===== src/source/spatz_pkg.sv =====
// Shared widths, RVV field encodings and request types for the vector unit.
// Every RTL file imports this package inside its module body.
`default_nettype none

package spatz_pkg;

	//////////////////////////////
	// Widths and limits
	//////////////////////////////

	localparam int unsigned ELEN = 32;
	localparam int unsigned VLEN = 128;
	localparam int unsigned MAXVL = VLEN / ELEN;
	localparam int unsigned NR_VREGS = 32;
	// Element index bits inside one register
	localparam int unsigned VIDX_W = $clog2(MAXVL);
	// Largest legal vsew encoding for this ELEN
	localparam int unsigned ELEN_EW_IDX = $clog2(ELEN / 8);

	typedef logic [ELEN-1:0] elen_t;
	typedef logic [$clog2(MAXVL):0] vlen_t;
	typedef logic [$clog2(NR_VREGS)-1:0] vreg_t;

	//////////////////////////////
	// RVV fields
	//////////////////////////////

	typedef enum logic [2:0] {
		EW_8  = 3'b000,
		EW_16 = 3'b001,
		EW_32 = 3'b010,
		EW_64 = 3'b011
	} vew_e;

	typedef enum logic [2:0] {
		LMUL_1   = 3'b000,
		LMUL_2   = 3'b001,
		LMUL_4   = 3'b010,
		LMUL_8   = 3'b011,
		LMUL_RES = 3'b100,
		LMUL_F8  = 3'b101,
		LMUL_F4  = 3'b110,
		LMUL_F2  = 3'b111
	} vlmul_e;

	typedef struct packed {
		logic   vill;
		logic   vma;
		logic   vta;
		vew_e   vsew;
		vlmul_e vlmul;
	} vtype_t;

	// Value after reset and after an illegal configuration
	localparam vtype_t VTYPE_VILL = '{vill: 1'b1, vma: 1'b0, vta: 1'b0, vsew: EW_8, vlmul: LMUL_1};

	typedef enum logic [3:0] {
		VCFG, VADD, VSUB, VAND, VOR, VXOR, VMV_VX, VREDSUM, VMV_XS, VNONE
	} op_e;

	typedef struct packed {
		logic keep_vl;
	} op_cfg_t;

	// Decoded instruction with its scalar operands
	typedef struct packed {
		logic    valid;
		logic    illegal;
		op_e     op;
		op_cfg_t op_cfg;
		vtype_t  vtype;
		vreg_t   vd;
		vreg_t   vs1;
		vreg_t   vs2;
		elen_t   rs1;
		elen_t   rs2;
		logic    use_scalar;
		logic    vlmax_req;
	} spatz_req_t;

	//////////////////////////////
	// Encodings
	//////////////////////////////

	localparam logic [6:0] OPV = 7'b1010111;

	localparam logic [2:0] OPIVV = 3'b000;
	localparam logic [2:0] OPMVV = 3'b010;
	localparam logic [2:0] OPIVX = 3'b100;
	localparam logic [2:0] OPMVX = 3'b110;
	localparam logic [2:0] OPCFG = 3'b111;

	localparam logic [5:0] F6_VADD     = 6'b000000;
	localparam logic [5:0] F6_VSUB     = 6'b000010;
	localparam logic [5:0] F6_VAND     = 6'b001001;
	localparam logic [5:0] F6_VOR      = 6'b001010;
	localparam logic [5:0] F6_VXOR     = 6'b001011;
	localparam logic [5:0] F6_VMV      = 6'b010111;
	localparam logic [5:0] F6_VREDSUM  = 6'b000000;
	localparam logic [5:0] F6_VWXUNARY = 6'b010000;

endpackage

`default_nettype wire


===== src/source/spatz_elem_counter.sv =====
// Element index counter for one vector operation, from 0 to vl-1
`timescale 1ns/1ps
`default_nettype none

module spatz_elem_counter (
	input  logic             clk_i,
	input  logic             reset_i,
	input  logic             start_i,
	input  logic             step_i,
	input  spatz_pkg::vlen_t vl_i,
	output spatz_pkg::vlen_t idx_o,
	output logic             last_o
);
	import spatz_pkg::*;

	vlen_t idx_q;

	always_ff @(posedge clk_i) begin
		if (reset_i || start_i) begin
			idx_q <= '0;
		end else if (step_i) begin
			idx_q <= idx_q + 1'b1;
		end
	end

	assign idx_o = idx_q;
	// vl of 0 wraps to all ones and never matches
	assign last_o = (idx_q == vl_i - 1'b1);

endmodule

`default_nettype wire


===== config.mk =====
export PLATFORM = sky130hd
export DESIGN_NAME = spatz_elem_counter
export DESIGN_NICKNAME = d
export VERILOG_FILES = /design/src/source/spatz_pkg.sv /design/src/source/spatz_elem_counter.sv
export SDC_FILE = /design/constraint.sdc
export NUM_CORES = 1
export LEC_CHECK = 0
export BUFFER_PORTS_ARGS = -buffer_cell sky130_fd_sc_hd__buf_4
export CAP_MARGIN = 25
export CELL_PAD_IN_SITES_DETAIL_PLACEMENT = 1
export CELL_PAD_IN_SITES_GLOBAL_PLACEMENT = 2
export CORE_AREA = 2 2 39 41
export CTS_CLUSTER_SIZE = 25
export DETAILED_ROUTE_END_ITERATION = 7
export DIE_AREA = 0 0 41 43
export GPL_ROUTABILITY_DRIVEN = 0
export PLACE_DENSITY_LB_ADDON = 0.1
export SYNTH_ARGS = -nofsm -noshare
export SYNTH_HDL_FRONTEND = slang
export SYNTH_SLANG_ARGS = --single-unit

===== constraint.sdc =====
create_clock -name clk_i -period 2.7 [get_ports clk_i]
set_input_delay 0.135 -clock clk_i [delete_from_list [all_inputs] [get_ports clk_i]]
set_output_delay 0.135 -clock clk_i [all_outputs]
set_load 0.02 [all_outputs]

## Word level (Yosys, flattened, before mapping)

Cells that the tools add are included.

| storage, ports and cells | value |
|---|---|
| output and inout port bits | 4 |
| register bits | 3 |

| cells by class | value |
|---|---|
| add/sub/neg operators | 2 |
| reduce and logical (&&, ||, !) cells | 1 |
| equal/unequal tests | 1 |

Operator list:

| operator | count |
|---|---|
| $add A3 B1 Y3 const B | 1 |
| $eq A3 B3 Y1 | 1 |
| $sub A3 B1 Y3 const B | 1 |
| $logic_or A1 B1 Y1 | 1 |

## Longest topological paths before layout

Gate-level depths: netlist of run 1.

| logic depth | value |
|---|---|
| word-level depth | 2 |
| mapped depth | 4 |
| mapped depth without buffers | 4 |

## Worst setup path before layout of run 1

Ideal clock, no wire load.

| timing | value |
|---|---|
| path type | register -> output |
| start point | register idx_q[2] (netlist: idx_o[2]) |
| end point | output port last_o |
| cell stages (with the launch flop) | 3 |
| data arrival time | 1.190 ns |
| slack | 1.375 ns |
| path through | dfxtp_1 > xor3_1 > nor3_2 |

| between the ends | value |
|---|---|
| longest elaborated chain between the ends | 1 |

Ends and longest elaborated chain:

| item | line | source |
|---|---|---|
| from (decl) | spatz_elem_counter.sv:16 | `vlen_t idx_q;` |
| from (signal assigned) | spatz_elem_counter.sv:22 | `idx_q <= idx_q + 1'b1;` |
| $eq A3 B3 Y1 | spatz_elem_counter.sv:28 | `assign last_o = (idx_q == vl_i - 1'b1);` |
| to (decl) | spatz_elem_counter.sv:12 | `output logic last_o` |

Every way passes these cells.

## Worst setup path in the final report of run 1

Ends and elaborated chain as after synthesis.

==> metrics.sh, run 1 <==
FINAL_HOLD_VIOL_COUNT=0
POSTCTSRESIZEDCELLS=0
DETAIL_ROUTE.WIRELENGTH_UM=479
GRT_UTIL_MET3_PCT=6.28
STARTING_DENSITY_OF_THE_CORE_PCT=14.3
SYNTH_XOR_AREA_SHARE_PCT=25.3
TOTAL_LEAKAGE_POWER_nW=0.151
FINAL_LAYOUT_SIZE_SUFFIX_GT1_SHARE_PCT=46.9
SEQ_AREA_FRAC_SYNTH_PCT=30.4
GRTUSAGETOTAL_PCT=6.73
TIMING.SLEW.HEADROOM_PCT=87.6
YS_SEQ_ELEMENTS=3
N_ANTENNA_CELL=0
TRITONCTS='yes'
SYNTH_COMPOUND_GATE_AREA_SHARE_PCT=8.86
GRT_SETUP_UNREPAIRED='false'
CTS_POST_SETUP_BUFFERS_INSERTED=0
GRT_BUSIEST_LAYER='met2'
ARRIVAL_NS=1.29
R2R_END='idx_o[2]$_SDFFE_PP0P_'
R2R_SETUP_SLACK_NS=1.64
DRT_PASS1_ITERATIONS=1
STD_CELL_ROWS=14
WORST_CLOCK_SKEW_NS=0.00381
MAX_CAP_VIOLATIONS=0
CLOCK_SINK_COUNT=3
FINAL_ANTENNA_NET_COUNT=0
WORST_SLACK_NS=1.27
CORE_AREA_SQ_UM=1380
PATH_CLK_SLEW_NS=0.04
DRT-WIRELENGTH-PER-CELL_UM=9.98
WORST_SETUP_EP_TYPE='output pin'
WORSTPATHREQUIRED_NS=2.57
POSTSYNTH.ASYNCRESETSHARE_PCT=0
SETUP-TNS-FINAL_NS=0
CLK-INSERTION-DELAY-LATE_NS=0.23
TRITONCTS.NUM_BUFFERS=3
FLOORPLAN.DIE.WIDTH_UM=41
OUTCOME='complete, no violations'
FILLERINSTANCES=170
WIRE_LENGTH_OF_THE_FIRST_GLOBAL_ROUTING_PASS_UM=772
YOSYS.CELL_TYPES.COUNT=11
SYNTH_CELLS=18
FINALPOWER_mW=0.154
CTSHTREEMAXLEVEL=1
SYNTH.AREA.TOP_CELLS='sky130_fd_sc_hd__dfxtp_1 30%, sky130_fd_sc_hd__xnor2_1 13%, sky130_fd_sc_hd__ha_1 13%, sky130_fd_sc_hd__xor3_1 12%, sky130_fd_sc_hd__a21bo_2 5.1%'
YOSYS.AREA_SHARE.SIMPLE_PCT=13.9
DRT-INITIAL-DRC-COUNT=0
VIAS=183
DIE-HEIGHT_UM=43
PEAK_FANOUT_ALONG_THE_CRITICAL_PATH=4
NNETSFINAL=42
GRT_PASS1_VIAS=191
AREA.GROWTH.SYNTH_TO_FINAL_PCT=61.4
FINAL_REPORT_SETUP_VIOLATION_COUNT=0
SYNTHESIZED_AREA_FRACTION_OCCUPIED_BY_ADDER_CELLS_PCT=12.7
VIA_COUNT_NORMALIZED_BY_INSTANCE_COUNT=3.81
SYN-MEAN-INSTANCE-AREA_SQ_UM=11.0
MIN_PERIOD_OVER_PERIOD_PCT=52.9
REMAINING_DRC_ERRORS=0
SLOWEST_STAGE_DELAY_CP_NS=0.43
SYNTH_TOP_AREA_CELL='sky130_fd_sc_hd__dfxtp_1'
MAPPEDNETLISTNETS=27
LAUNCH_INSTANCE_OF_THE_WORST_REGISTER_TO_REGISTER_PATH='idx_o[0]$_SDFFE_PP0P_'
WORST_MAX_SLEW_PIN_SLEW_NS=0.185
CPMAXSTAGEDELAYCELL='sky130_fd_sc_hd__xor3_1'
FINALMAXSLEWVIOLATIONS=0
YOSYS-MUX-AREA-FRACTION_PCT=5.06
FINAL_PERIOD_MINUS_WORST_SETUP_SLACK_NS=1.43
CRITPATHKIND='reg2out'
PWR_DENSITY_CELL_nW_PER_UM2=483
DIE_AREA_SQ_UM=1760
R2R_CELLS=3
GRT_OVERFLOW_TOTAL=0
WORST_HOLD_PATH_TYPE='in2reg'
GR-USAGE-MET2_PCT=10.9
IO_PINS=11
DPL-INSTANCE-AREA_SQ_UM=293
SYNTH_TOP_FAMILY_BY_AREA='XOR/XNOR gates'
WORST_SETUP_PATH_START_KIND='flip-flop'
SYNTHTOPCELLSBYCOUNT='3 x sky130_fd_sc_hd__dfxtp_1, 3 x sky130_fd_sc_hd__xnor2_1, 2 x sky130_fd_sc_hd__ha_1, 2 x sky130_fd_sc_hd__inv_1, 2 x sky130_fd_sc_hd__nor3_1'
POST-SYNTH-TOP-AREA-FRACTION_PCT=30.4
CTS.ROOT.BUFFER_CELL='sky130_fd_sc_hd__clkbuf_4'
GRT_MAX_DEGREE=5
LAYOUT.CELL_AREA.NON_FILLER_SQ_UM=319
CTS_HOLD_BUF=0
SYNTH_FLOP_CELL='sky130_fd_sc_hd__dfxtp_1'
HOLD-PATH-ENDPOINT='idx_o[2]$_SDFFE_PP0P_'
MAX_FCLK_MHz=700
HOLD-PATH-CELL-COUNT=2
SYNTH.YOSYS.WARNINGS=0
PLACE_WS_NS=1.45
HOLD_PATH_STARTPOINT='start_i'
MAX-VDD-IR-DROP_V=0.000206
SYNTH_ENABLE_FLOP_CELLS=0
MAX_FFS_PER_REGISTER=3
GRT_ANTENNA_BEFORE_REPAIR=0
CTSLONGESTPATHBUFFERS=2
GRTUSAGEMET1_PCT=6.43
SYNTH.CELL_AREA_SQ_UM=198
CRITICAL_PATH.CELL_CHAIN='xor3_1, nor3_2, buf_4'
QUANTITY_OF_I_O_BUFFERS_INSERTED_ON_PORTS=10
-- worst max-delay path: cells and delay by family (launching register included) --
kind / cells / cell delay (ns)
xor gates and xnor gates: 1 / 0.43
and+or+nand+nor: 1 / 0.11
DFF: 1 / 0.35
buffers and inverters: 1 / 0.16
-- routing by layer --
metal	up-vias	wire [um]	part of all wire [%]
met5	-	0	0
met4	0	0	0
met3	0	38	7.9
met2	4	249	52
met1	88	191	40
li1	91	-	-
-- cell type report --
cell class,count,area [sq um],share of cell area [%]
clock buffers,4,26.3,8.24
multi-input cells,13,130,40.8
repair buffers,10,75.1,23.5
well taps,16,20.0,6.27
inverters,2,7.51,2.35
flip-flops and latches,3,60.1,18.8
-- per-stage QoR --
step | instances | utilization, % | hold WS (ns)
after floorplan | 18 | - | 0.208
after global placement | 44 | 21.2 | 0.322
after detailed placement | 44 | 21.2 | 0.330
after CTS | 48 | 23.1 | 0.0839
after global routing | 48 | 23.1 | 0.0926
final | 48 | 23.1 | 0.0890
-- layout by cell type, fill, tap and decap left out, drive strengths merged --
master   n
ha       2
inv      2
buf     10
mux2i    1
nor3     3
a211oi   1
clkbuf   4
xnor2    3
dfxtp    3
xor3     1
a21bo    1
nand3b   1
-- how the worst max path moves through the flow --
stage	slack (ns)	to	depth (start not counted)	start
2_1_floorplan	1.38	last_o	2	idx_o[2]$_SDFFE_PP0P_
3_3_place_gp	1.48	last_o	6	vl_i[0]
3_5_place_dp	1.45	last_o	6	vl_i[0]
4_1_cts	1.24	last_o	3	idx_o[2]$_SDFFE_PP0P_
5_1_grt	1.18	last_o	3	idx_o[2]$_SDFFE_PP0P_
6_report	1.27	last_o	3	idx_o[2]$_SDFFE_PP0P_
-- power by group --
group | switching (mW) | internal, mW
Combinational | 0.0124 | 0.0164
Clock | 0.0228 | 0.0553
Sequential | 0.00140 | 0.0457
Total | 0.0366 | 0.117
-- logic make-up after synthesis --
logic type      count (synthesis)
compound gates                  2
simple gates                    4
fa+ha+maj                       2
mux                             1
flops                           3
buf+inv                         2
xor+xnor                        4
No activity file was read; power rests on OpenSTA's default activity.
==> inputs of run 2 (changes only) <==
==> constraint.sdc (replaced) <==
create_clock -name clk_i -period 1.45 [get_ports clk_i]
set_input_delay 0.0725 -clock clk_i [delete_from_list [all_inputs] [get_ports clk_i]]
set_output_delay 0.0725 -clock clk_i [all_outputs]
set_load 0.02 [all_outputs]
==> run 2 against run 1 <==
Compared with the run above: sequential cell count stayed put; utilization did not move; via count is 2.2% lower; critical path type unchanged; critical endpoint unchanged; highest routed layer unchanged.
==> metrics.sh, run 2 (synthesis results as in run 1) <==
PATH_CLK_SLEW_NS=0.04
FINAL_HOLD_VIOL_COUNT=0
GRT_PASS1_VIAS=180
GRT_SETUP_UNREPAIRED='false'
LAYOUT.CELLS.MOST_COMMON_LIST='10 x sky130_fd_sc_hd__buf_4, 3 x sky130_fd_sc_hd__xnor2_1, 3 x sky130_fd_sc_hd__clkbuf_4, 3 x sky130_fd_sc_hd__dfxtp_1'
CORE_AREA_SQ_UM=1380
CTSHTREEMAXLEVEL=1
AREA.GROWTH.SYNTH_TO_FINAL_PCT=61.4
CRIT_END='last_o'
FINALMAXSLEWVIOLATIONS=0
GRT_OVERFLOW_TOTAL=0
NNETSFINAL=42
TOTAL_LEAKAGE_POWER_nW=0.151
FINAL_PERIOD_MINUS_WORST_SETUP_SLACK_NS=1.36
GRTUSAGEMET1_PCT=6.77
WORST_SETUP_PATH_START_KIND='flip-flop'
GRT_ANTENNA_BEFORE_REPAIR=0
MAX-VDD-IR-DROP_V=0.000377
OUTCOME='complete, no violations'
MIN_PERIOD_OVER_PERIOD_PCT=94.0
STD_CELL_ROWS=14
QUANTITY_OF_I_O_BUFFERS_INSERTED_ON_PORTS=10
MAX_FFS_PER_REGISTER=3
ARRIVAL_NS=1.29
DIE_AREA_SQ_UM=1760
FINAL_REPORT_SETUP_VIOLATION_COUNT=0
PWR_DENSITY_CELL_nW_PER_UM2=898
DRT-INITIAL-DRC-COUNT=0
CLK-INSERTION-DELAY-LATE_NS=0.23
WORST_CLOCK_SKEW_NS=0.00604
VIA_COUNT_NORMALIZED_BY_INSTANCE_COUNT=3.73
FINAL_LAYOUT_SIZE_SUFFIX_GT1_SHARE_PCT=46.9
GRTUSAGETOTAL_PCT=6.23
R2R_SETUP_SLACK_NS=0.39
WORSTPATHREQUIRED_NS=1.38
TRITONCTS.NUM_BUFFERS=3
DETAIL_ROUTE.WIRELENGTH_UM=435
IO_PINS=11
CTSLONGESTPATHBUFFERS=2
FILLERINSTANCES=166
STARTING_DENSITY_OF_THE_CORE_PCT=14.3
R2R_END='idx_o[2]$_SDFFE_PP0P_'
WORST_MAX_SLEW_PIN_SLEW_NS=0.188
CTS.ROOT.BUFFER_CELL='sky130_fd_sc_hd__clkbuf_4'
WIRE_LENGTH_OF_THE_FIRST_GLOBAL_ROUTING_PASS_UM=717
WORST_HOLD_PATH_TYPE='in2reg'
CTS_POST_SETUP_BUFFERS_INSERTED=0
POST-PLACE-CELLS=44
CPMAXSTAGEDELAYCELL='sky130_fd_sc_hd__xor3_1'
GR-USAGE-MET2_PCT=9.06
N_ANTENNA_CELL=0
FLOORPLAN.DIE.WIDTH_UM=41
CLOCK_SINK_COUNT=3
DRT_PASS1_ITERATIONS=1
ORIGIN_OF_THE_WORST_SETUP_PATH='idx_o[2]$_SDFFE_PP0P_'
VIAS=179
SETUP-TNS-FINAL_NS=0
DRT-WIRELENGTH-PER-CELL_UM=9.06
FINAL-INSTANCE-COUNT-EXCL-FILL=48
R2R_CELLS=3
POSTCTSRESIZEDCELLS=0
REMAINING_DRC_ERRORS=0
SLOWEST_STAGE_DELAY_CP_NS=0.43
MAX_FCLK_MHz=733
GRT_BUSIEST_LAYER='met2'
DIE-HEIGHT_UM=43
GRT_MAX_DEGREE=5
PEAK_FANOUT_ALONG_THE_CRITICAL_PATH=4
FINAL_ANTENNA_NET_COUNT=0
LAUNCH_INSTANCE_OF_THE_WORST_REGISTER_TO_REGISTER_PATH='idx_o[0]$_SDFFE_PP0P_'
MAX_CAP_VIOLATIONS=0
LAYOUT.CELLS.MOST_COMMON='sky130_fd_sc_hd__buf_4'
HALF_PERIMETER_WIRE_LENGTH_AFTER_PLACEMENT_UM=378
CRITPATHKIND='reg2out'
CRITICAL_PATH.CELL_CHAIN='xor3_1, nor3_2, buf_4'
WORST_SETUP_EP_TYPE='output pin'
TIMING.SLEW.HEADROOM_PCT=87.4
TRITONCTS='yes'
GRT_UTIL_MET3_PCT=6.28
CTS_HOLD_BUF=0
-- run 2: cell counts in the layout (fill, tap and decap cells not counted) --
No cell type changed its count.
-- run 2: final cells by class --
class	count	area [sq um]	area share [%]
multi-input cells	13	130	40.8
well taps	16	20.0	6.27
inverters	2	7.51	2.35
clock buffers	4	26.3	8.24
repair buffers	10	75.1	23.5
flip-flops and latches	3	60.1	18.8
-- run 2: worst max-delay path: cells and delay by family, from the launching register on --
family | cells | cell delay [ns]
XOR/XNOR | 1 | 0.43
buffers and inverters | 1 | 0.16
flip-flops | 1 | 0.36
AND/OR/NAND/NOR | 1 | 0.11
-- run 2: how the worst min path moves through the flow --
stage / startpoint / end / slack (ns) / cells past startpoint
after floorplan: reset_i / idx_o[2]$_SDFFE_PP0P_ / 0.15 / 1
after global placement: reset_i / idx_o[2]$_SDFFE_PP0P_ / 0.26 / 2
after detailed placement: start_i / idx_o[1]$_SDFFE_PP0P_ / 0.27 / 2
after CTS: start_i / idx_o[2]$_SDFFE_PP0P_ / 0.02 / 2
after global routing: reset_i / idx_o[2]$_SDFFE_PP0P_ / 0.03 / 2
final: reset_i / idx_o[2]$_SDFFE_PP0P_ / 0.03 / 2
-- run 2: power by group --
group	internal, mW	switching [mW]
Clock	0.103	0.0431
Combinational	0.0304	0.0223
Sequential	0.0851	0.00260
-- run 2: metal layers --
metal	vias up	share of wire (%)
met3	0	9.4
met4	0	0
met2	6	47
met1	82	43
met5	-	0
li1	91	-
-- run 2: stage by stage --
stage	power, mW	setup slack, ns	utilization [%]	instance area, sq um	hold WS, ns
2_1_floorplan	0.117	0.188	-	198	0.145
3_3_place_gp	0.142	0.346	21.2	293	0.261
3_5_place_dp	0.143	0.329	21.2	293	0.269
4_1_cts	0.295	0.0706	23.1	319	0.0212
5_1_grt	0.306	0.0356	23.1	319	0.0273
6_report	0.286	0.0866	23.1	319	0.0252
