$ cat src/source/spatz_pkg.sv
// Shared widths, RVV field encodings and request types for the vector unit.
// Every RTL file imports this package inside its module body.
`default_nettype none

package spatz_pkg;

	//////////////////////////////
	// Widths and limits
	//////////////////////////////

	localparam int unsigned ELEN = 32;
	localparam int unsigned VLEN = 128;
	localparam int unsigned MAXVL = VLEN / ELEN;
	localparam int unsigned NR_VREGS = 32;
	// Element index bits inside one register
	localparam int unsigned VIDX_W = $clog2(MAXVL);
	// Largest legal vsew encoding for this ELEN
	localparam int unsigned ELEN_EW_IDX = $clog2(ELEN / 8);

	typedef logic [ELEN-1:0] elen_t;
	typedef logic [$clog2(MAXVL):0] vlen_t;
	typedef logic [$clog2(NR_VREGS)-1:0] vreg_t;

	//////////////////////////////
	// RVV fields
	//////////////////////////////

	typedef enum logic [2:0] {
		EW_8  = 3'b000,
		EW_16 = 3'b001,
		EW_32 = 3'b010,
		EW_64 = 3'b011
	} vew_e;

	typedef enum logic [2:0] {
		LMUL_1   = 3'b000,
		LMUL_2   = 3'b001,
		LMUL_4   = 3'b010,
		LMUL_8   = 3'b011,
		LMUL_RES = 3'b100,
		LMUL_F8  = 3'b101,
		LMUL_F4  = 3'b110,
		LMUL_F2  = 3'b111
	} vlmul_e;

	typedef struct packed {
		logic   vill;
		logic   vma;
		logic   vta;
		vew_e   vsew;
		vlmul_e vlmul;
	} vtype_t;

	// Value after reset and after an illegal configuration
	localparam vtype_t VTYPE_VILL = '{vill: 1'b1, vma: 1'b0, vta: 1'b0, vsew: EW_8, vlmul: LMUL_1};

	typedef enum logic [3:0] {
		VCFG, VADD, VSUB, VAND, VOR, VXOR, VMV_VX, VREDSUM, VMV_XS, VNONE
	} op_e;

	typedef struct packed {
		logic keep_vl;
	} op_cfg_t;

	// Decoded instruction with its scalar operands
	typedef struct packed {
		logic    valid;
		logic    illegal;
		op_e     op;
		op_cfg_t op_cfg;
		vtype_t  vtype;
		vreg_t   vd;
		vreg_t   vs1;
		vreg_t   vs2;
		elen_t   rs1;
		elen_t   rs2;
		logic    use_scalar;
		logic    vlmax_req;
	} spatz_req_t;

	//////////////////////////////
	// Encodings
	//////////////////////////////

	localparam logic [6:0] OPV = 7'b1010111;

	localparam logic [2:0] OPIVV = 3'b000;
	localparam logic [2:0] OPMVV = 3'b010;
	localparam logic [2:0] OPIVX = 3'b100;
	localparam logic [2:0] OPMVX = 3'b110;
	localparam logic [2:0] OPCFG = 3'b111;

	localparam logic [5:0] F6_VADD     = 6'b000000;
	localparam logic [5:0] F6_VSUB     = 6'b000010;
	localparam logic [5:0] F6_VAND     = 6'b001001;
	localparam logic [5:0] F6_VOR      = 6'b001010;
	localparam logic [5:0] F6_VXOR     = 6'b001011;
	localparam logic [5:0] F6_VMV      = 6'b010111;
	localparam logic [5:0] F6_VREDSUM  = 6'b000000;
	localparam logic [5:0] F6_VWXUNARY = 6'b010000;

endpackage

`default_nettype wire

$ cat src/source/spatz_decoder.sv
// Instruction decoder. Turns a strobed RVV instruction and its scalar
// operands into a registered request, valid for one cycle after the strobe.
`timescale 1ns/1ps
`default_nettype none

module spatz_decoder (
	input  logic                   clk_i,
	input  logic                   reset_i,
	input  logic [31:0]            instr_i,
	input  logic                   instr_valid_i,
	input  spatz_pkg::elen_t       rs1_i,
	input  spatz_pkg::elen_t       rs2_i,
	output spatz_pkg::spatz_req_t  req_o
);
	import spatz_pkg::*;

	logic [6:0] opcode;
	logic [2:0] funct3;
	logic [5:0] funct6;
	logic       vm;
	vreg_t      rd;
	vreg_t      rs1;
	vreg_t      rs2;
	spatz_req_t req_d;
	spatz_req_t req_q;
	logic       valid_q;

	assign opcode = instr_i[6:0];
	assign rd     = instr_i[11:7];
	assign funct3 = instr_i[14:12];
	assign rs1    = instr_i[19:15];
	assign rs2    = instr_i[24:20];
	assign vm     = instr_i[25];
	assign funct6 = instr_i[31:26];

	// vtype layout: vma, vta, vsew, vlmul in the low byte
	function automatic vtype_t make_vtype(input logic [7:0] f, input logic resv);
		vtype_t t;
		t.vill  = resv;
		t.vma   = f[7];
		t.vta   = f[6];
		t.vsew  = vew_e'(f[5:3]);
		t.vlmul = vlmul_e'(f[2:0]);
		return t;
	endfunction

	always_comb begin
		req_d     = '0;
		req_d.op  = VNONE;
		req_d.vd  = rd;
		req_d.vs1 = rs1;
		req_d.vs2 = rs2;
		req_d.rs1 = rs1_i;
		req_d.rs2 = rs2_i;
		if (opcode == OPV) begin
			unique case (funct3)
				OPCFG: begin
					req_d.op_cfg.keep_vl = (rs1 == '0) && (rd == '0);
					req_d.vlmax_req      = (rs1 == '0) && (rd != '0);
					if (!instr_i[31]) begin
						// vsetvli, zimm[10:8] must be zero
						req_d.op    = VCFG;
						req_d.vtype = make_vtype(instr_i[27:20], |instr_i[30:28]);
					end else if (instr_i[30:25] == '0) begin
						// vsetvl
						req_d.op    = VCFG;
						req_d.vtype = make_vtype(rs2_i[7:0], |rs2_i[31:8]);
					end
				end
				OPIVV, OPIVX: begin
					req_d.use_scalar = (funct3 == OPIVX);
					unique case (funct6)
						F6_VADD: req_d.op = VADD;
						F6_VSUB: req_d.op = VSUB;
						F6_VAND: req_d.op = VAND;
						F6_VOR:  req_d.op = VOR;
						F6_VXOR: req_d.op = VXOR;
						F6_VMV:  req_d.op = (rs2 == '0) ? VMV_VX : VNONE;
						default: req_d.op = VNONE;
					endcase
					// Only vadd and vmv exist in the scalar form here
					if (funct3 == OPIVX && !(req_d.op inside {VADD, VMV_VX}))
						req_d.op = VNONE;
					if (funct3 == OPIVV && req_d.op == VMV_VX)
						req_d.op = VNONE;
				end
				OPMVV: begin
					if (funct6 == F6_VREDSUM)
						req_d.op = VREDSUM;
					else if (funct6 == F6_VWXUNARY && rs1 == '0)
						req_d.op = VMV_XS;
				end
				// vmv.s.x and the other scalar moves are not implemented
				OPMVX: req_d.op = VNONE;
				default: req_d.op = VNONE;
			endcase
		end
		// Masked forms are not supported, vsetvl has bit 25 cleared
		req_d.illegal = (req_d.op == VNONE) || (req_d.op != VCFG && !vm);
	end

	always_ff @(posedge clk_i) begin
		if (reset_i) begin
			valid_q <= 1'b0;
		end else begin
			valid_q <= instr_valid_i;
		end
	end

	always_ff @(posedge clk_i) begin
		if (instr_valid_i) begin
			req_q <= req_d;
		end
	end

	always_comb begin
		req_o       = req_q;
		req_o.valid = valid_q;
	end

endmodule

`default_nettype wire

$ cat config.mk
export PLATFORM = sky130hd
export DESIGN_NAME = spatz_decoder
export DESIGN_NICKNAME = d
export VERILOG_FILES = /design/src/source/spatz_pkg.sv /design/src/source/spatz_decoder.sv
export SDC_FILE = /design/constraint.sdc
export NUM_CORES = 1
export LEC_CHECK = 0
export ABC_CLOCK_PERIOD_IN_PS = 4000
export CORE_MARGIN = 8
export CORE_UTILIZATION = 60
export CTS_CLUSTER_DIAMETER = 200
export DETAILED_ROUTE_END_ITERATION = 12
export DONT_BUFFER_PORTS = 1
export HOLD_SLACK_MARGIN = 0.08
export PLACE_DENSITY = 0.76
export SYNTH_ARGS = -nofsm -noshare
export SYNTH_HDL_FRONTEND = slang
export SYNTH_SLANG_ARGS = --single-unit
export TNS_END_PERCENT = 20
$ cat constraint.sdc
create_clock -name clk_i -period 4 [get_ports clk_i]
set_clock_uncertainty 0.15 [all_clocks]
set_input_delay 0 -clock clk_i [delete_from_list [all_inputs] [get_ports clk_i]]
set_output_delay 0 -clock clk_i [all_outputs]
set_load 0.02 [all_outputs]
==> summary.txt, run 1 <==
======================================================================================
Initial standard-cell utilization of the core                                    61.2%
Total clock sinks                                                                   97
Netlist area before placement                                                 3580 µm²
Inserted Clock Buffers                                                               9
Depth of the CTS H-tree                                                              3
Post-CTS Resized                                                                     0
Yosys Warn Count                                                                     0
Cell type contributing the most total cell area after synthesis               edfxtp_1
Hold bufs inserted after CTS                                                       101
Outcome                                                                   did not finish
Cell chosen for the clock root                                                clkbuf_8
Mean area per synthesized cell                                                17.0 µm²
Max clock buf depth                                                                  2
Post-synthesis instance total                                                      211
Top cell type's share of synthesized area                                        80.5%
Half-perimeter wire length after placement                                     7020 µm
Number of distinct library cells after synthesis                                    36
First error message                                                       [ERROR RSZ-0060] Max buffer count reached.
Post-CTS setup-driven buffer insertion count                                         0
Biggest area contributors in the synthesized netlist                      edfxtp_1 81%, a21oi_1 2.0%, nand2b_1 1.9%
Share of synthesized area occupied by flip-flops and latches                     81.1%
Die W                                                                          93.2 µm
Boundary Pins                                                                      196
#FFs+latches synth                                                                  97
Die height                                                                     93.2 µm
Net Count, Synth                                                                   310
Count of input and output buffers                                                    0
Weighted congestion reported at the end of routability-driven placement          0.806
Stage where the run ended                                                 clock tree synthesis (4_1_cts)
Rows                                                                                28
======================================================================================
[metrics by stage]
stage | area (µm²) | std cells | util (%) | hold slack [ns] | setup slack [ns]
detailed placement | 3640 | 280 | 62.3 | -0.0766 | 1.79
global placement | 3640 | 280 | 62.3 | -0.0770 | 1.82
floorplan | 3580 | 211 | - | -0.0784 | 1.92
[kinds of logic after synthesis]
kind of cell | count (synthesis) | share of synthesized area [%]
buf+inv | 7 | 0.909
simple gates | 75 | 12.7
compound gates | 32 | 5.31
flops | 97 | 81.1
[cell usage after synthesis (all sizes together)]
library cell / instances
edfxtp: 96
a21oi: 14
nand2b: 11
nand3: 10
nor4: 8
o21ai: 8
nand2: 7
nor2: 7
or4: 7
nor3: 5
or3: 4
a211o: 3
and3: 3
buf: 3
clkbuf: 3
nor2b: 3
nand4: 2
nor3b: 2
or3b: 2
a211oi: 1
a2bb2oi: 1
a31oi: 1
a41oi: 1
and2: 1
dfxtp: 1
inv: 1
nand4b: 1
o211ai: 1
o221ai: 1
o22ai: 1
or2: 1
or2b: 1
==> inputs of run 2 (changes only) <==
CORE_UTILIZATION = 40   (was 60)
CTS_CLUSTER_DIAMETER = unset   (was 200)
HOLD_SLACK_MARGIN = unset   (was 0.08)
PLACE_DENSITY = unset   (was 0.76)
PLACE_DENSITY_LB_ADDON = 0.15   (was unset)
==> summary.txt, run 2 <==
=========================================================================================
Top cell type's share of synthesized area                                           80.5%   unchanged
Biggest area contributors in the synthesized netlist                         edfxtp_1 81%, a21oi_1 2.0%, nand2b_1 1.9%   unchanged
Cell chosen for the clock root                                                   clkbuf_8   unchanged
Highest net fanout along the worst path                                                 4
Worst vdd rail ir drop                                                           0.169 mV
Total grt overflow                                                                      0
Power per unit of standard cell area                                           425 nW/µm²
Netlist area before placement                                                    3580 µm²   unchanged
Core area                                                                        8720 µm²
Die height                                                                         111 µm   was 93.2 µm
Period Utilization, post-route                                                      62.6%
Commonest non-fill, non-tap cells in the layout                              99 x dlygate4sd3_1, 96 x edfxtp_1, 14 x a21oi_1, 11 x nand2b_1, 10 x nand3_1
Transition time at the pin with the least slew margin                            0.592 ns
Fraction of final layout cells sized beyond drive strength 1                        6.23%
Count of input and output buffers                                                       0   unchanged
Vias in the first global route                                                       2420
Remaining max-slew budget at the tightest pin                                       60.4%
Number of slew-limit violations in the final report                                     0
Rows                                                                                   34   was 28
Routed length per placed instance                                                 22.9 µm
Router iterations before antenna repair                                                 4
Library cell with the highest instance count after synthesis                     edfxtp_1   unchanged
Number of antenna violations at the first check in global routing                       0
Flip-flop cell with the highest count after synthesis                            edfxtp_1   unchanged
CTS tree                                                                              yes
Inserted Clock Buffers                                                                  9   unchanged
Nets                                                                                  415
Critical path startpoint category                                               input pin
Detailed route wirelength on metal3                                                813 µm
Wire length of the first global-routing pass                                     15400 µm
Worst setup path class                                                          in -> reg
Flip-flop count of the largest register, all copies and words added                    96
Post-synth EDFFs                                                                       96   unchanged
DRT antenna net count                                                                   0
Proportion of register bits with asynchronous set or reset after synthesis             0%   unchanged
Post-synthesis instance total                                                         211   unchanged
Type of element capturing the critical path                                     flip-flop
Violation count after the first detailed-routing iteration                            133
Mux share of post-synthesis cell area                                                  0%   unchanged
Xor and xnor fraction of the mapped netlist area                                       0%   unchanged
Area added between synthesis and finish                                             36.8%
Critical path data arrival time                                                   2.45 ns
Detailed route wirelength on metal2                                               5230 µm
Final WL                                                                          9820 µm
Full die area                                                                   12200 µm²
Weighted congestion reported at the end of routability-driven placement             0.770   was 0.806
Type of the tightest min-delay check                                            in -> reg
Final setup violation count                                                             0
Number of distinct library cells after synthesis                                       36   unchanged
Total negative setup slack                                                           0 ns
Final hold vios                                                                         0
Post-CTS setup-driven buffer insertion count                                            0   unchanged
Max layer used                                                                       met4
Post-DR vias/cell                                                                    5.36
Cell type contributing the most total cell area after synthesis                  edfxtp_1   unchanged
Share of synthesized area occupied by flip-flops and latches                        81.1%   unchanged
Clock-pin slew on the worst setup and hold paths                                  0.09 ns
Synth Area in Compound Gates                                                        5.31%   unchanged
Antenna cell count                                                                      0
Net Count, Synth                                                                      310   unchanged
Unrepaired setup endpoints after global routing                                        no
Most common cell after layout, fill and taps aside                           dlygate4sd3_1
Mean area per synthesized cell                                                   17.0 µm²   unchanged
Max Clk Rate                                                                    0.400 GHz
Minimum clock period                                                              2.50 ns
Max-cap violation count                                                                 0
Most instantiated cells after synthesis                                      96 x edfxtp_1, 14 x a21oi_1, 11 x nand2b_1   unchanged
Initial standard-cell utilization of the core                                       41.0%   was 61.2%
Total power of the final layout                                                 0.00208 W
Wire length on met1                                                               3700 µm
Synthesized-area fraction occupied by and/or/nand/nor cells                         12.7%   unchanged
Boundary Pins                                                                         196   unchanged
Adder-cell share of the synthesized area                                               0%   unchanged
Total DRC errors in the routed layout                                                   0
Yosys Warn Count                                                                        0   unchanged
#FFs+latches synth                                                                     97   unchanged
Data required time of the critical path                                           3.95 ns
Depth of the CTS H-tree                                                                 3   unchanged
Half-perimeter wire length after placement                                        6660 µm   was 7020 µm
Total clock sinks                                                                      97   unchanged
Vias after detailed routing                                                          2300
Dominant combinational cell family by area after synthesis                   simple AND/OR/NAND/NOR gates   unchanged
Die W                                                                              111 µm   was 93.2 µm
Max clock buf depth                                                                     2   unchanged
Outcome                                                                      complete, no violations   was did not finish
Pin count of the biggest net entering global routing                                   97
Overall Global Routing Usage                                                        16.2%
Lkg Pwr                                                                           1.63 nW
=========================================================================================
run 2: routing by layer:
| layer | global-route usage, % | vias to the layer above |
|---|---|---|
| li1 | - | 1050 |
| met1 | 17.9 | 1110 |
| met2 | 27.8 | 134 |
| met3 | 7.09 | 6 |
| met4 | 3.78 | 0 |
| met5 | 0 | - |
run 2: stage by stage:
| stage | hold slack (ns) | util, % | setup WS [ns] | cell area (µm²) | cells |
|---|---|---|---|---|---|
| finish | 0.0137 | 56.2 | 1.50 | 4900 | 429 |
| CTS | 0.00401 | 56.2 | 1.54 | 4900 | 429 |
| global route | 0.0500 | 56.2 | 1.40 | 4900 | 429 |
| detailed placement | -0.0766 | 42.3 | 1.72 | 3690 | 313 |
| global placement | -0.0780 | 42.3 | 1.79 | 3690 | 313 |
| floorplan | -0.0784 | - | 1.92 | 3580 | 211 |
run 2: layout make-up:
class | instances | area (µm²)
fill | 687 | 3820
sequential | 97 | 2900
timing repair buffer | 100 | 1020
multi-input combinational | 107 | 644
tap | 108 | 135
clock buffer | 10 | 128
clock inverter | 6 | 65.1
inverter | 1 | 3.75
run 2: worst paths after layout:
| path | cells past startpoint | end | start | slack [ns] |
|---|---|---|---|---|
| min | 4 | req_o[89]$_SDFFCE_PN0P_ | rs2_i[30] | 0.01 |
| max | 6 | req_o[94]$_DFFE_PP_ | instr_i[3] | 1.50 |
run 2: cell families after synthesis:
kind of cell	Yosys count
compound gates	32
simple gates	75
flops	97
buf+inv	7
run 2: power by group:
group	internal [W]	switching, W	total, W
Combinational	0.0000760	0.0000550	0.000131
Sequential	0.00120	0.000129	0.00133
Clock	0.000292	0.000327	0.000619
Total	0.00157	0.000511	0.00208
run 2: critical path, cell delays in order:
cell and delay (ns):
dlygate4sd3_1 0.53, nor3_1 0.28, dlygate4sd3_1 0.66, o21ai_0 0.12, or3_1 0.30, dlygate4sd3_1 0.56
run 2: repair_timing:
action	4_1_cts	5_1_grt
hold endpoints to repair	193	0
gates resized for setup	0	0
hold buffers	100	0
(Power assumes the default switching activity.)
==> inputs of run 3 (changes only) <==
ABC_CLOCK_PERIOD_IN_PS = 2190   (was 4000)
clock period = 2.19 ns   (was 4 ns; I/O delays follow)
==> summary.txt, run 3 (synthesized netlist as in run 2, its figures left out) <==
======================================================================================
Outcome                                                                   complete, but fails checks   was complete, no violations
Failing checks                                                             hold timing
Power per unit of standard cell area                                        767 nW/µm²   was 425 nW/µm²
Utilization after layout                                                         55.9%   was 56.2%
Total grt overflow                                                                   0   unchanged
Post-DR vias/cell                                                                 5.43   was 5.36
Total buffers and inverters traversed by the critical path                           1   was 3
Slowest stage cell, crit path                                                    or4_4   was dlygate4sd3_1
Total clock sinks                                                                   97   unchanged
Pin count of the biggest net entering global routing                                98   was 97
Area added between synthesis and finish                                          36.2%   was 36.8%
Core area                                                                     8720 µm²   unchanged
Antenna cell count                                                                   0   unchanged
Nets                                                                               414   was 415
Total DRC errors in the routed layout                                                0   unchanged
Number of cells on the critical path                                                 6   unchanged
Weighted congestion reported at the end of routability-driven placement          0.794   was 0.770
Filler cells                                                                       671   was 687
Cell chosen for the clock root                                                clkbuf_8   unchanged
# placed instances                                                                 317   was 313
Internal power summed over all cells                                         0.00280 W   was 0.00157 W
Number of slew-limit violations in the final report                                  0   unchanged
CP Cell Sequence                                                          dlygate4sd3_1 -> or4_4 -> nor4_2 -> o221ai_1 -> or4_1 -> a2bb2oi_1   was dlygate4sd3_1 -> nor3_1 -> dlygate4sd3_1 -> o21ai_0 -> or3_1 -> dlygate4sd3_1
Transition time at the pin with the least slew margin                         0.536 ns   was 0.592 ns
Violation count after the first detailed-routing iteration                         148   was 133
Number of antenna violations at the first check in global routing                    0   unchanged
Die height                                                                      111 µm   unchanged
Data required time of the critical path                                        2.14 ns   was 3.95 ns
Share of total power in sequential cells                                         65.1%   was 64.0%
Worst setup path class                                                       in -> reg   unchanged
Final WL                                                                       9640 µm   was 9820 µm
Overall Global Routing Usage                                                     15.3%   was 16.2%
Switching Fraction                                                               25.1%   was 24.5%
Vias after detailed routing                                                       2323   was 2300
Total negative setup slack                                                        0 ns   unchanged
DRT antenna net count                                                                0   unchanged
Minimum clock period                                                           2.13 ns
Commonest non-fill, non-tap cells in the layout                           96 x edfxtp_1, 95 x dlygate4sd3_1, 14 x a21oi_1, 11 x nand2b_1   was 99 x dlygate4sd3_1, 96 x edfxtp_1, 14 x a21oi_1, 11 x nand2b_1, 10 x nand3_1
Vias in the first global route                                                    2346   was 2420
Type of element capturing the critical path                                  flip-flop   unchanged
Critical path data arrival time                                                2.07 ns   was 2.45 ns
Hold bufs inserted after CTS                                                        95   was 100
Critical path startpoint category                                            input pin   unchanged
Period Utilization, post-route                                                   97.2%
WHS Path Cells                                                                       0   was 4
Initial standard-cell utilization of the core                                    41.0%   unchanged
Half-perimeter wire length after placement                                     6620 µm   was 6660 µm
Fraction of final layout cells sized beyond drive strength 1                     8.44%   was 6.23%
Delay-heaviest family, CP                                                 simple AND/OR/NAND/NOR gates   was buffers and inverters
Lkg Pwr                                                                        1.63 nW   about the same
Count of input and output buffers                                                    0   unchanged
Router iterations before antenna repair                                              4   unchanged
Type of the tightest min-delay check                                         in -> reg   unchanged
Switching power                                                             0.000938 W   was 0.000511 W
Total power of the final layout                                              0.00374 W   was 0.00208 W
CTS tree                                                                           yes   unchanged
Most common cell after layout, fill and taps aside                            edfxtp_1   was dlygate4sd3_1
Max clock buf depth                                                                  2   unchanged
Highest net fanout along the worst path                                              3   was 4
Depth of the CTS H-tree                                                              3   unchanged
Worst Setup Slack post-DPL                                                   0.0623 ns   was 1.72 ns
Full die area                                                                12200 µm²   unchanged
Flip-flop count of the largest register, all copies and words added                 96   unchanged
Post-route worst setup slack                                                 0.0622 ns   was 1.50 ns
Final hold vios                                                                     96   was 0
Max-cap violation count                                                              0   unchanged
Routed length per placed instance                                              22.5 µm   was 22.9 µm
Post-layout instance count excluding filler cells                                  428   was 429
Worst vdd rail ir drop                                                        0.307 mV   was 0.169 mV
Wire length of the first global-routing pass                                  14600 µm   was 15400 µm
Launching instance or port of the critical path                            instr_i[15]   was instr_i[3]
Max Clk Rate                                                                 0.470 GHz
Die W                                                                           111 µm   unchanged
Boundary Pins                                                                      196   unchanged
Final setup violation count                                                          0   unchanged
Capture point of the worst path                                           req_o[95]$_DFFE_PP_   was req_o[94]$_DFFE_PP_
Logic gate share of total power                                                   5.3%   was 6.3%
Clock-pin slew on the worst setup and hold paths                               0.09 ns   about the same
Share of total power in the clock network                                        29.6%   was 29.7%
Post-CTS setup-driven buffer insertion count                                         0   unchanged
Worst hold-check slack                                                       -0.390 ns   was 0.0137 ns
Inserted Clock Buffers                                                               9   unchanged
Rows                                                                                34   unchanged
Remaining max-slew budget at the tightest pin                                    64.2%   was 60.4%
Highest cell delay on the worst timing path                                    0.56 ns   was 0.66 ns
======================================================================================
==> run 3: layer usage <==
layer,routed length [µm],track usage [%]
met4,104,4.23
met1,3550,17.0
met5,0,0
met2,5070,26.1
met3,915,6.82
==> run 3: what timing repair did <==
action                                  CTS  global route
hold endpoints to repair                193            96
endpoints found under the setup margin    0             1
gates resized for setup                   0             3
==> run 3: power by group through the flow <==
stage | registers [W] | logic, W | clock network, W
final | 0.00243 | 0.000200 | 0.00111
after global routing | 0.00245 | 0.000215 | 0.00122
after CTS | 0.00244 | 0.000199 | 0.00116
after detailed placement | 0.00249 | 0.0000447 | 0
after global placement | 0.00249 | 0.0000449 | 0
after floorplan | 0.00245 | 0.0000496 | 0
==> run 3: cell type report <==
type | count | area [µm²] | area share, %
flip-flops and latches | 97 | 2900 | 59.5
repair buffers | 99 | 981 | 20.1
multi-input cells | 107 | 659 | 13.5
clock buffers | 10 | 138 | 2.82
well taps | 108 | 135 | 2.77
clock inverters | 6 | 57.6 | 1.18
inverters | 1 | 3.75 | 0.0770
==> run 3: stage by stage <==
step / hold slack, ns / area (µm²)
4_1_cts: -0.417 / 4860
3_5_place_dp: -0.0766 / 3720
2_1_floorplan: -0.0784 / 3580
5_1_grt: -0.429 / 4880
6_report: -0.390 / 4880
3_3_place_gp: -0.0779 / 3720
==> run 3: worst min-delay path by stage <==
stage / startpoint / end / slack (ns)
after floorplan: reset_i / valid_q$_SDFF_PP0_ / -0.08
after global placement: reset_i / valid_q$_SDFF_PP0_ / -0.08
final: instr_valid_i / req_o[1]$_SDFFCE_PN0P_ / -0.39
after detailed placement: reset_i / valid_q$_SDFF_PP0_ / -0.08
after CTS: instr_valid_i / req_o[1]$_SDFFCE_PN0P_ / -0.42
after global routing: instr_valid_i / req_o[1]$_SDFFCE_PN0P_ / -0.43
==> inputs of run 4 (changes only) <==
CORE_UTILIZATION = 55   (was 40)
==> summary.txt, run 4 (synthesized netlist as in run 2, its figures left out) <==
======================================================================================
Final hold vios                                                                     97   was 96
DRT antenna net count                                                                0   unchanged
Final WL                                                                       9990 µm   was 9640 µm
Data required time of the critical path                                        2.14 ns   about the same
Total grt overflow                                                                   0   unchanged
Most common cell after layout, fill and taps aside                        dlygate4sd3_1   was edfxtp_1
Type of the tightest min-delay check                                         in -> reg   unchanged
Die height                                                                     96.7 µm   was 111 µm
Worst Setup Slack post-DPL                                                   0.0523 ns   was 0.0623 ns
Filler cells                                                                       393   was 671
Period Utilization, post-route                                                   96.0%   was 97.2%
Final setup violation count                                                          0   unchanged
Max Clk Rate                                                                 0.476 GHz   was 0.470 GHz
CP Cell Sequence                                                          dlygate4sd3_1 -> or4_1 -> nor4_4 -> o221ai_2 -> or4_1 -> a2bb2oi_1   was dlygate4sd3_1 -> or4_4 -> nor4_2 -> o221ai_1 -> or4_1 -> a2bb2oi_1
Worst hold-check slack                                                       -0.392 ns   was -0.390 ns
Flip-flop count of the largest register, all copies and words added                 96   unchanged
Violation count after the first detailed-routing iteration                         197   was 148
Half-perimeter wire length after placement                                     6650 µm   was 6620 µm
Critical path startpoint category                                            input pin   unchanged
Critical Path Most Common Cell                                                   or4_1
Power per unit of standard cell area                                        781 nW/µm²   was 767 nW/µm²
Minimum clock period                                                           2.10 ns   was 2.13 ns
Vias in the first global route                                                    2482   was 2346
Initial standard-cell utilization of the core                                    56.7%   was 41.0%
Max clock buf depth                                                                  2   unchanged
Post-route worst setup slack                                                 0.0886 ns   was 0.0622 ns
Critical path data arrival time                                                2.05 ns   was 2.07 ns
Rows                                                                                29   was 34
Overall Global Routing Usage                                                     20.6%   was 15.3%
Depth of the CTS H-tree                                                              3   unchanged
Slowest stage cell, crit path                                                    or4_1   was or4_4
Unrepaired setup endpoints after global routing                                     no
CTS tree                                                                           yes   unchanged
Wire length of the first global-routing pass                                  14800 µm   was 14600 µm
Worst setup path class                                                       in -> reg   unchanged
Count of input and output buffers                                                    0   unchanged
Max-cap violation count                                                              0   unchanged
Full die area                                                                 9350 µm²   was 12200 µm²
Vias after detailed routing                                                       2332   was 2323
Weighted congestion reported at the end of routability-driven placement          0.843   was 0.794
Lkg Pwr                                                                        1.65 nW   was 1.63 nW
Total clock sinks                                                                   97   unchanged
Remaining max-slew budget at the tightest pin                                    59.4%   was 64.2%
Fraction of final layout cells sized beyond drive strength 1                     8.33%   was 8.44%
Boundary Pins                                                                      196   unchanged
Clock-pin slew on the worst setup and hold paths                               0.09 ns   about the same
Router iterations before antenna repair                                              7   was 4
Post-CTS setup-driven buffer insertion count                                         0   unchanged
Transition time at the pin with the least slew margin                         0.610 ns   was 0.536 ns
Total negative setup slack                                                        0 ns   unchanged
Type of element capturing the critical path                                  flip-flop   unchanged
Outcome                                                                   complete, but fails checks   unchanged
Number of slew-limit violations in the final report                                  0   unchanged
Highest net fanout along the worst path                                              3   unchanged
Commonest non-fill, non-tap cells in the layout                           99 x dlygate4sd3_1, 96 x edfxtp_1, 14 x a21oi_1, 11 x nand2b_1, 10 x nand3_1   was 96 x edfxtp_1, 95 x dlygate4sd3_1, 14 x a21oi_1, 11 x nand2b_1
Pin count of the biggest net entering global routing                                98   unchanged
Area added between synthesis and finish                                          37.3%   was 36.2%
Failing checks                                                             hold timing   unchanged
Core area                                                                     6310 µm²   was 8720 µm²
Die W                                                                          96.7 µm   was 111 µm
Inserted Clock Buffers                                                               9   unchanged
Highest cell delay on the worst timing path                                    0.60 ns   was 0.56 ns
Post-DR vias/cell                                                                 5.80   was 5.43
Routed length per placed instance                                              24.9 µm   was 22.5 µm
Number of antenna violations at the first check in global routing                    1   was 0
Cell chosen for the clock root                                                clkbuf_8   unchanged
Worst vdd rail ir drop                                                        0.711 mV   was 0.307 mV
Nets                                                                               418   was 414
Total DRC errors in the routed layout                                                0   unchanged
======================================================================================
==> run 4: metrics by stage <==
| stage | utilization, % | std cells | area, µm² | power (W) |
|---|---|---|---|---|
| 2_1_floorplan | - | 211 | 3580 | 0.00250 |
| 3_3_place_gp | 58.1 | 285 | 3670 | 0.00252 |
| 3_5_place_dp | 58.1 | 285 | 3670 | 0.00253 |
| 4_1_cts | 77.1 | 400 | 4870 | 0.00384 |
| 5_1_grt | 77.9 | 402 | 4920 | 0.00396 |
| 6_report | 77.9 | 402 | 4920 | 0.00384 |
==> run 4: power by group <==
part	internal, W	switching [W]
sequential	0.00220	0.000243
combinational	0.000136	0.0000736
clock	0.000550	0.000639
==> run 4: final cells by class <==
type / instances / area [µm²] / share of cell area [%]
diodes: 1 / 2.50 / 0.0509
clock inverters: 7 / 85.1 / 1.73
clock buffers: 9 / 124 / 2.52
flip-flops and latches: 97 / 2900 / 59.0
well taps: 77 / 96.3 / 1.96
repair buffers: 103 / 1030 / 20.9
multi-input cells: 107 / 676 / 13.7
inverters: 1 / 3.75 / 0.0764
==> run 4: what timing repair did <==
item / CTS / global route
setup endpoints to repair: 0 / 3
hold buffers: 99 / 1
gates resized for setup: 0 / 6
hold endpoints to repair: 193 / 97
==> run 4: per-layer routing <==
layer	global-route usage, %	routed length [µm]	vias up	part of all wire (%)
li1	-	-	1054	-
met1	21.0	3460	1106	35
met2	37.4	5430	155	54
met3	8.04	930	17	9.3
met4	6.27	182	0	1.8
met5	0	0	-	0
==> run 4: final timing paths <==
check	from	to	cells after the start
max	instr_i[15]	req_o[95]$_DFFE_PP_	6
min	instr_valid_i	req_o[91]$_DFFE_PP_	0
==> run 4: critical path, delay by kind of cell <==
kind                   cells  cell delay (ns)
and+or+nand+nor            3             1.20
buffers and inverters      1             0.55
AOI/OAI and AO/OA          2             0.29
